### src/include/access_params.svh
`ifndef ACCESS_PARAMS_SVH
`define ACCESS_PARAMS_SVH

//////////////////////////////////////////////////
// Keypad codes
//////////////////////////////////////////////////

// Codes above the digits
`define KEY_STAR 4'd10
`define KEY_HASH 4'd11

// Largest code that counts as a digit
`define MAX_DIGIT 4'd9

//////////////////////////////////////////////////
// Users and lockout
//////////////////////////////////////////////////

// Ids and passcodes are packed decimal digits
`define ADMIN_ID 12'h001
`define MAX_USER_ID 12'h018
`define DEFAULT_ADMIN_PASS 16'h1234

// Wrong passcodes in a row before lockout
`define MAX_ERRORS 3

// Alarm length in clock cycles
`define ALARM_HOLD 8

`endif

### src/source/access_pkg.sv
package access_pkg;

	//////////////////////////////////////////////////
	// Keypad side
	//////////////////////////////////////////////////

	typedef logic [3:0] key_code_t;

	// One-cycle strobe per key press
	typedef struct packed {
		logic      strobe;
		key_code_t code;
	} key_event_t;

	// Three and four packed decimal digits
	typedef logic [11:0] user_id_t;
	typedef logic [15:0] passcode_t;

	//////////////////////////////////////////////////
	// User table
	//////////////////////////////////////////////////

	typedef struct packed {
		logic       locked;
		logic [1:0] errors;
		passcode_t  pass;
	} user_entry_t;

	typedef struct packed {
		logic        en;
		user_id_t    id;
		user_entry_t entry;
	} table_wr_t;

	// Controller outputs
	typedef struct packed {
		logic granted;
		logic denied;
		logic locked;
		logic alarm;
	} access_status_t;

endpackage

### src/source/digit_collector.sv
`timescale 1ns/10ps
`include "access_params.svh"

module digit_collector #(
	parameter type payload_t = access_pkg::user_id_t
) (
	input  logic                   clk,
	input  logic                   rst,
	input  logic                   clear,
	input  logic                   enable,
	input  access_pkg::key_event_t key,
	output payload_t               value,
	output logic                   full,
	output logic                   bad_key
);

	localparam int WIDTH = $bits(payload_t);
	localparam int DIGITS = WIDTH / 4;
	localparam int CNT_W = $clog2(DIGITS + 1);

	logic [CNT_W-1:0] count;
	logic [WIDTH-1:0] shreg;
	logic             is_digit;
	logic             shift;

	assign is_digit = key.code <= `MAX_DIGIT;
	assign shift = enable && key.strobe && is_digit && !full;

	// Full once every digit position is taken
	assign full = count == CNT_W'(DIGITS);
	assign value = payload_t'(shreg);

	always_ff @(posedge clk or posedge rst) begin
		if (rst) begin
			count <= '0;
			bad_key <= 1'b0;
		end else begin
			bad_key <= enable && key.strobe && !is_digit;
			if (clear)
				count <= '0;
			else if (shift)
				count <= count + CNT_W'(1);
		end
	end

	// Newest digit enters at the low nibble
	always_ff @(posedge clk) begin
		if (clear)
			shreg <= '0;
		else if (shift)
			shreg <= {shreg[WIDTH-5:0], key.code};
	end

	// One key strobe gives at most one bad key pulse
	bad_key_one_cycle: assert property (
		@(posedge clk) disable iff (rst)
		bad_key |=> !bad_key
	);

endmodule

### src/source/user_table.sv
`timescale 1ns/10ps
`include "access_params.svh"

module user_table (
	input  logic                    clk,
	input  logic                    rst,
	input  access_pkg::user_id_t    rd_id,
	output access_pkg::user_entry_t rd_entry,
	input  access_pkg::table_wr_t   wr
);

	localparam int IDX_W = 5;
	localparam int DEPTH = 2 ** IDX_W;

	// Low two decimal digits turned into a binary index
	function automatic logic [IDX_W-1:0] id_index(input access_pkg::user_id_t id);
		return IDX_W'(id[7:4]) * IDX_W'(10) + IDX_W'(id[3:0]);
	endfunction

	localparam logic [IDX_W-1:0] ADMIN_IDX = id_index(`ADMIN_ID);

	logic [DEPTH-1:0]      locked_q;
	logic [DEPTH-1:0]      written_q;
	access_pkg::passcode_t pass_mem [DEPTH];
	logic [1:0]            err_mem [DEPTH];
	logic [IDX_W-1:0]      rd_idx;
	logic [IDX_W-1:0]      wr_idx;

	assign rd_idx = id_index(rd_id);
	assign wr_idx = id_index(wr.id);

	//////////////////////////////////////////////////
	// Lock and written flags
	//////////////////////////////////////////////////

	// Everyone but the administrator starts locked
	always_ff @(posedge clk or posedge rst) begin
		if (rst) begin
			locked_q <= ~(DEPTH'(1) << ADMIN_IDX);
			written_q <= '0;
		end else if (wr.en) begin
			locked_q[wr_idx] <= wr.entry.locked;
			written_q[wr_idx] <= 1'b1;
		end
	end

	always_ff @(posedge clk) begin
		if (wr.en) begin
			pass_mem[wr_idx] <= wr.entry.pass;
			err_mem[wr_idx] <= wr.entry.errors;
		end
	end

	//////////////////////////////////////////////////
	// Registered read
	//////////////////////////////////////////////////

	// Records never written read as zero errors, admin gets the default passcode
	always_ff @(posedge clk) begin
		rd_entry.locked <= locked_q[rd_idx];
		if (written_q[rd_idx]) begin
			rd_entry.errors <= err_mem[rd_idx];
			rd_entry.pass <= pass_mem[rd_idx];
		end else begin
			rd_entry.errors <= 2'd0;
			rd_entry.pass <= (rd_idx == ADMIN_IDX) ? `DEFAULT_ADMIN_PASS : '0;
		end
	end

	// The controller range-checks every id before writing
	wr_id_in_range: assert property (
		@(posedge clk) disable iff (rst)
		wr.en |-> (wr.id != '0) && (wr.id <= `MAX_USER_ID)
	);

endmodule

### src/source/alarm_timer.sv
`timescale 1ns/10ps
`include "access_params.svh"

module alarm_timer (
	input  logic clk,
	input  logic rst,
	input  logic start,
	output logic active,
	output logic done
);

	localparam int CNT_W = $clog2(`ALARM_HOLD + 1);

	logic [CNT_W-1:0] count;

	// Loaded on start, runs down to zero
	always_ff @(posedge clk or posedge rst) begin
		if (rst)
			count <= '0;
		else if (start)
			count <= CNT_W'(`ALARM_HOLD);
		else if (count != '0)
			count <= count - CNT_W'(1);
	end

	assign active = count != '0;

	// Last cycle of the hold
	assign done = count == CNT_W'(1);

	done_after_start: assert property (
		@(posedge clk) disable iff (rst)
		start |-> ##(`ALARM_HOLD) done
	);

endmodule

### src/source/access_fsm.sv
`timescale 1ns/10ps
`include "access_params.svh"

module access_fsm (
	input  logic                       clk,
	input  logic                       rst,
	input  access_pkg::key_event_t     key,
	input  access_pkg::user_id_t       id_value,
	input  logic                       id_full,
	output logic                       id_clear,
	output logic                       id_enable,
	input  access_pkg::passcode_t      pass_value,
	input  logic                       pass_full,
	output logic                       pass_clear,
	output logic                       pass_enable,
	input  logic                       bad_key,
	output access_pkg::user_id_t       rd_id,
	input  access_pkg::user_entry_t    rd_entry,
	output access_pkg::table_wr_t      wr,
	output logic                       alarm_start,
	input  logic                       alarm_done,
	input  logic                       alarm_active,
	output access_pkg::access_status_t status
);

	typedef enum logic [3:0] {
		S_IDLE,
		S_ID,
		S_ID_CHECK,
		S_WAIT_STAR,
		S_PASS,
		S_PASS_CHECK,
		S_ADMIN,
		S_NEW_ID,
		S_NEW_PASS,
		S_COMMIT,
		S_ALARM
	} state_t;

	state_t     state;
	state_t     next_state;
	logic       star_key;
	logic       hash_key;
	logic       id_ok;
	logic       pass_match;
	logic       is_admin;
	logic       lock_now;
	logic [2:0] err_inc;
	logic       granted_q;
	logic       denied_q;
	logic       locked_q;

	assign star_key = key.strobe && (key.code == `KEY_STAR);
	assign hash_key = key.strobe && (key.code == `KEY_HASH);

	// Valid ids run from 001 up to the last user
	assign id_ok = (id_value != '0) && (id_value <= `MAX_USER_ID);
	assign is_admin = id_value == `ADMIN_ID;
	assign pass_match = pass_value == rd_entry.pass;
	assign err_inc = {1'b0, rd_entry.errors} + 3'd1;
	assign lock_now = err_inc >= 3'(`MAX_ERRORS);

	// Table always looks at the id being collected
	assign rd_id = id_value;

	//////////////////////////////////////////////////
	// State sequence
	//////////////////////////////////////////////////

	always_ff @(posedge clk or posedge rst) begin
		if (rst)
			state <= S_IDLE;
		else
			state <= next_state;
	end

	always_comb begin
		next_state = state;
		case (state)
			S_IDLE:
				if (star_key)
					next_state = S_ID;
			S_ID:
				if (bad_key)
					next_state = S_ALARM;
				else if (id_full)
					next_state = S_ID_CHECK;
			// Table entry for the new id is valid here
			S_ID_CHECK:
				if (!id_ok)
					next_state = S_IDLE;
				else if (rd_entry.locked)
					next_state = S_ALARM;
				else
					next_state = S_WAIT_STAR;
			S_WAIT_STAR:
				if (star_key)
					next_state = S_PASS;
			S_PASS:
				if (bad_key)
					next_state = S_ALARM;
				else if (pass_full)
					next_state = S_PASS_CHECK;
			S_PASS_CHECK:
				if (pass_match)
					next_state = is_admin ? S_ADMIN : S_IDLE;
				else
					next_state = lock_now ? S_ALARM : S_IDLE;
			// Admin menu where hash enrolls and star leaves
			S_ADMIN:
				if (hash_key)
					next_state = S_NEW_ID;
				else if (star_key)
					next_state = S_IDLE;
			S_NEW_ID:
				if (bad_key)
					next_state = S_ALARM;
				else if (id_full)
					next_state = id_ok ? S_NEW_PASS : S_IDLE;
			S_NEW_PASS:
				if (bad_key)
					next_state = S_ALARM;
				else if (pass_full)
					next_state = S_COMMIT;
			S_COMMIT:
				if (star_key)
					next_state = S_IDLE;
			S_ALARM:
				if (alarm_done)
					next_state = S_IDLE;
			default:
				next_state = S_IDLE;
		endcase
	end

	//////////////////////////////////////////////////
	// Collector and timer control
	//////////////////////////////////////////////////

	assign id_clear = (state == S_IDLE && star_key) || (state == S_ADMIN && hash_key);
	assign pass_clear = (state == S_WAIT_STAR && star_key) || (state == S_ADMIN && hash_key);
	assign id_enable = (state == S_ID) || (state == S_NEW_ID);
	assign pass_enable = (state == S_PASS) || (state == S_NEW_PASS);
	assign alarm_start = (next_state == S_ALARM) && (state != S_ALARM);

	// Table updates for a login result or an enrollment commit
	always_comb begin
		wr = '0;
		wr.id = id_value;
		if (state == S_PASS_CHECK) begin
			wr.en = 1'b1;
			wr.entry.pass = rd_entry.pass;
			wr.entry.locked = !pass_match && lock_now;
			wr.entry.errors = pass_match ? 2'd0 : err_inc[1:0];
		end else if (state == S_COMMIT && star_key) begin
			wr.en = 1'b1;
			wr.entry.pass = pass_value;
		end
	end

	//////////////////////////////////////////////////
	// Status pulses
	//////////////////////////////////////////////////

	always_ff @(posedge clk or posedge rst) begin
		if (rst) begin
			granted_q <= 1'b0;
			denied_q <= 1'b0;
			locked_q <= 1'b0;
		end else begin
			granted_q <= (state == S_PASS_CHECK) && pass_match;
			denied_q <= (state == S_PASS_CHECK) && !pass_match && !lock_now;
			locked_q <= (state == S_PASS_CHECK) && !pass_match && lock_now;
		end
	end

	assign status = '{
		granted: granted_q,
		denied: denied_q,
		locked: locked_q,
		alarm: alarm_active
	};

	// No login result while the alarm holds
	grant_deny_outside_alarm: assert property (
		@(posedge clk) disable iff (rst)
		(status.granted || status.denied) |-> !status.alarm
	);

endmodule

### src/source/elevator_access.sv
`timescale 1ns/10ps

module elevator_access (
	input  logic                       clk,
	input  logic                       rst,
	input  access_pkg::key_event_t     key,
	output access_pkg::access_status_t status
);

	access_pkg::user_id_t    id_value;
	logic                    id_full;
	logic                    id_clear;
	logic                    id_enable;
	logic                    id_bad;
	access_pkg::passcode_t   pass_value;
	logic                    pass_full;
	logic                    pass_clear;
	logic                    pass_enable;
	logic                    pass_bad;
	access_pkg::user_id_t    rd_id;
	access_pkg::user_entry_t rd_entry;
	access_pkg::table_wr_t   wr;
	logic                    alarm_start;
	logic                    alarm_done;
	logic                    alarm_active;

	// Three-digit user id
	digit_collector #(
		.payload_t(access_pkg::user_id_t)
	) id_collector_i (
		.clk(clk),
		.rst(rst),
		.clear(id_clear),
		.enable(id_enable),
		.key(key),
		.value(id_value),
		.full(id_full),
		.bad_key(id_bad)
	);

	// Four-digit passcode
	digit_collector #(
		.payload_t(access_pkg::passcode_t)
	) pass_collector_i (
		.clk(clk),
		.rst(rst),
		.clear(pass_clear),
		.enable(pass_enable),
		.key(key),
		.value(pass_value),
		.full(pass_full),
		.bad_key(pass_bad)
	);

	user_table user_table_i (
		.clk(clk),
		.rst(rst),
		.rd_id(rd_id),
		.rd_entry(rd_entry),
		.wr(wr)
	);

	alarm_timer alarm_timer_i (
		.clk(clk),
		.rst(rst),
		.start(alarm_start),
		.active(alarm_active),
		.done(alarm_done)
	);

	access_fsm access_fsm_i (
		.clk(clk),
		.rst(rst),
		.key(key),
		.id_value(id_value),
		.id_full(id_full),
		.id_clear(id_clear),
		.id_enable(id_enable),
		.pass_value(pass_value),
		.pass_full(pass_full),
		.pass_clear(pass_clear),
		.pass_enable(pass_enable),
		.bad_key(id_bad | pass_bad),
		.rd_id(rd_id),
		.rd_entry(rd_entry),
		.wr(wr),
		.alarm_start(alarm_start),
		.alarm_done(alarm_done),
		.alarm_active(alarm_active),
		.status(status)
	);

endmodule

### config.mk
export PLATFORM = sky130hd
export DESIGN_NAME = elevator_access
export DESIGN_NICKNAME = d
export VERILOG_FILES = /design/src/source/access_pkg.sv /design/src/source/digit_collector.sv /design/src/source/user_table.sv /design/src/source/alarm_timer.sv /design/src/source/access_fsm.sv /design/src/source/elevator_access.sv
export VERILOG_INCLUDE_DIRS = /design/src /design/src/include
export SDC_FILE = /design/constraint.sdc
export NUM_CORES = 1
export LEC_CHECK = 0
export ABC_AREA = 1
export BUFFER_PORTS_ARGS = -buffer_cell sky130_fd_sc_hd__buf_2
export CAP_MARGIN = 25
export CELL_PAD_IN_SITES_DETAIL_PLACEMENT = 1
export CELL_PAD_IN_SITES_GLOBAL_PLACEMENT = 1
export CORE_MARGIN = 2
export CORE_UTILIZATION = 45
export CTS_BUF_LIST = sky130_fd_sc_hd__clkbuf_16
export DETAILED_ROUTE_END_ITERATION = 8
export GPL_TIMING_DRIVEN = 0
export PLACE_DENSITY_LB_ADDON = 0.12
export RECOVER_POWER = 25
export SYNTH_ARGS = -nofsm -noshare
export SYNTH_HDL_FRONTEND = slang
export SYNTH_SLANG_ARGS = --single-unit
### constraint.sdc
create_clock -name clk -period 5.6 [get_ports clk]
set_clock_uncertainty 0.15 [all_clocks]
set_input_delay 1.12 -clock clk [delete_from_list [all_inputs] [get_ports clk]]
set_output_delay 1.12 -clock clk [all_outputs]
set_load 0.02 [all_outputs]
==> insert_results.sql <==
INSERT INTO impl_metrics (metric_group, metric, value, unit) VALUES
('run_status', 'outcome', 'finished, violations left', ''),
('run_status', 'violated_checks', 'max-capacitance violations, max-slew violations', ''),
('clock_network', 'ctsHtreeMaxLevel', '3', ''),
('placed_design', 'io_buffer_count', '10', ''),
('detailed_routing', 'routed_via_density', '5.73', ''),
('detailed_routing', 'detailroute.via_count', '20300', ''),
('synth', 'synthesis.area_per_instance', '11.4', 'um^2'),
('floorplan', 'core_region_area', '62700', 'um^2'),
('placed_design', 'place.detailed.hpwl', '63300', 'um'),
('cells_and_area', 'seq_area', '20300', 'um^2'),
('cells_and_area', 'fin_cells', '3546', ''),
('timing', 'timing.slew.headroom', '-84.8', '%'),
('synth', 'synth_largest_area_cell', 'edfxtp_1', ''),
('clock_network', 'count_of_hold_fix_buffers_inserted_at_cts', '0', ''),
('synth', 'synth_enable_flop_cells', '576', ''),
('grt', 'globalRouteTotalUtil', '29.5', '%'),
('placed_design', 'gpl.final_weighted_congestion', '0.901', ''),
('detailed_routing', 'ant_nets', '0', ''),
('worst_setup_path', 'criticalPathCategory', 'register to register', ''),
('detailed_routing', 'drtPass1Iterations', '5', ''),
('floorplan', 'dieHeight', '255', 'um'),
('timing', 'setup_viol_count_final', '0', ''),
('worst_hold_path', 'hold_start', 'id_collector_i.value[9]', ''),
('detailed_routing', 'drcViolationCount', '0', ''),
('floorplan', 'chipWidth', '255', 'um'),
('timing', 'share_of_the_clock_period_used_by_the_worst_path', '84.0', '%'),
('worst_setup_path', 'crit_arrival', '4.79', 'ns'),
('synth', 'netlist_top_cells_area', 'edfxtp_1, nand2_1, dfrtp_1, a22oi_1, dfxtp_1', ''),
('synth', 'post_synth_design_cell_area', '28400', 'um^2'),
('synth', 'ys_async_sr_fraction', '11.6', '%'),
('clock_network', 'tritoncts_clock_tree', 'built', ''),
('clock_network', 'ctsResizeCount', '0', ''),
('cells_and_area', 'final_nets', '2657', ''),
('clock_network', 'clock_sinks', '705', ''),
('grt', 'grt_pass1_wl', '141000', 'um'),
('synth', 'yosys.cell_types.count', '36', ''),
('worst_setup_path', 'worst-r2r-setup-slack', '0.90', 'ns'),
('job', 'max-cap-violations', '4', ''),
('grt', 'grt-ovfl-total', '0', ''),
('worst_setup_path', 'r2r_end', 'user_table_i.pass_mem[5][11]', ''),
('clock_network', 'cts_max_path_buffers', '3', ''),
('synth', 'netlist_instances', '2504', ''),
('grt', 'grt_pass1_vias', '21100', ''),
('synth', 'yosysSeqAreaShare', '71.5', '%'),
('detailed_routing', 'post_drt_wl_per_cell', '27.1', 'um'),
('cells_and_area', 'synthToLayoutAreaGrowth', '16.5', '%'),
('timing', 'final-hold-violation-count', '0', ''),
('synth', 'synth_nets', '2524', ''),
('cells_and_area', 'layout_commonest_cell', 'nand2_1', ''),
('grt', 'grt_start_max_net_pins', '50', ''),
('worst_setup_path', 'worstReg2RegStart', 'id_collector_i.value[4]', ''),
('worst_setup_path', 'critPathRequiredTime', '5.69', 'ns'),
('clock_network', 'cts.reportedPaths.clkPinSlew', '0.06', 'ns'),
('placed_design', 'numPlacedInstances', '3404', ''),
('timing', 'rsz_0062_raised_after_global_routing', 'no', ''),
('timing', 'clock.fmax', '0.213', 'GHz'),
('grt', 'antenna_violations_before_repair', '3', ''),
('timing', 'max_slew.worst_pin.slew', '2.77', 'ns'),
('timing', 'timing.final.crit_period', '4.70', 'ns'),
('cells_and_area', 'drive_above_1_share', '11.4', '%'),
('worst_hold_path', 'whs_endpoint', 'id_collector_i.value[9]', ''),
('clock_network', 'clockRootBuffer', 'clkbuf_16', ''),
('clock_network', 'tritoncts.num_buffers', '76', ''),
('cells_and_area', 'diodes', '0', ''),
('floorplan', 'initial_core_util', '45.3', '%'),
('floorplan', 'dieArea', '65200', 'um^2'),
('floorplan', 'placement_rows', '92', ''),
('worst_setup_path', 'type_of_destination_of_the_critical_path', 'register', ''),
('synth', 'yosys_register_bits', '705', ''),
('timing', 'drv_slew', '117', ''),
('clock_network', 'worst_skew_pair.late_latency', '0.63', 'ns');
-- layer usage --
layer	GRT usage, %	part of all wire, %
met5	0	0
met2	47.7	47
met4	12.8	4.3
met3	4.83	7.6
met1	39.5	41
-- stage by stage --
| stage | setup TNS [ns] | area, um^2 | utilization [%] | worst slack [ns] |
|---|---|---|---|---|
| final | 0 | 33100 | 52.8 | 0.895 |
| after global placement | -214.11 | 29500 | 47.1 | -0.777 |
| after CTS | 0 | 33300 | 53.0 | 1.02 |
| after global routing | 0 | 33100 | 52.8 | 0.732 |
| after detailed placement | 0 | 30800 | 49.1 | 1.02 |
| after floorplan | 0 | 28400 | - | 1.93 |
-- synth_stat cells (2+ instances only) --
cell type  instances
nand2_1         1024
edfxtp_1         576
a22oi_1          136
inv_1            106
nand4_1           96
o21ai_0           95
nor2_1            83
buf_2             51
dfrtp_1           51
clkbuf_1          50
dfxtp_1           47
a21oi_1           43
dfstp_2           31
or2_2             25
nand3_1           24
buf_1             14
ha_1              12
buf_4              5
xnor2_1            5
or2_1              4
xor2_1             4
a41oi_1            3
nor3_1             3
clkinv_1           2
nand3b_1           2
nor2_2             2
-- critical path: stages (launching register included) --
cell and delay (ns):
dfxtp_1 0.35, ha_1 0.23, fa_1 0.66, clkbuf_1 0.82, clkbuf_1 0.66, nand3_1 0.52, nor2_4 0.92
-- registers in the layout (all words and copies together) (netlist names), 12 cells and up --
name                    count
user_table_i.pass_mem     512
user_table_i.locked_q      32
id_collector_i.value       12
user_table_i.err_mem       64
user_table_i.rd_entry      19
user_table_i.written_q     32
pass_collector_i.value     16
-- cell type report --
cell class                 count  share of cell area [%]
sequential                   705                    61.4
tap                          846                    3.20
buffer                       120                    1.61
multi-input combinational   1570                    22.5
clock inverter                64                    1.55
inverter                     109                    1.24
timing repair buffer          55                    2.71
clock buffer                  77                    5.82
-- worst max-delay path by stage --
stage | depth (start not counted) | slack, ns | endpoint | startpoint
floorplan | 6 | 1.93 | user_table_i.pass_mem[0][0] | key[4]
global placement | 8 | -0.78 | user_table_i.pass_mem[29][10] | key[3]
detailed placement | 11 | 1.02 | user_table_i.pass_mem[20][3] | key[3]
CTS | 6 | 1.02 | user_table_i.pass_mem[5][11] | id_collector_i.value[4]
global route | 3 | 0.73 | user_table_i.written_q[18] | rst
finish | 6 | 0.90 | user_table_i.pass_mem[5][11] | id_collector_i.value[4]
-- cells by family (layout without fill, tap and decap cells) --
logic type | Yosys count | after routing | share of synthesized area [%]
AOI/OAI and AO/OA | 281 | 281 | 6.22
xor gates and xnor gates | 10 | 10 | 0.335
adders and majority gates | 13 | 13 | 0.599
and+or+nand+nor | 1266 | 1266 | 18.0
DFF | 705 | 705 | 71.5
buffers and inverters | 229 | 425 | 3.31
Power is not shown: default switching activity piles up to over one toggle a cycle in this logic, so the estimate is an artifact.
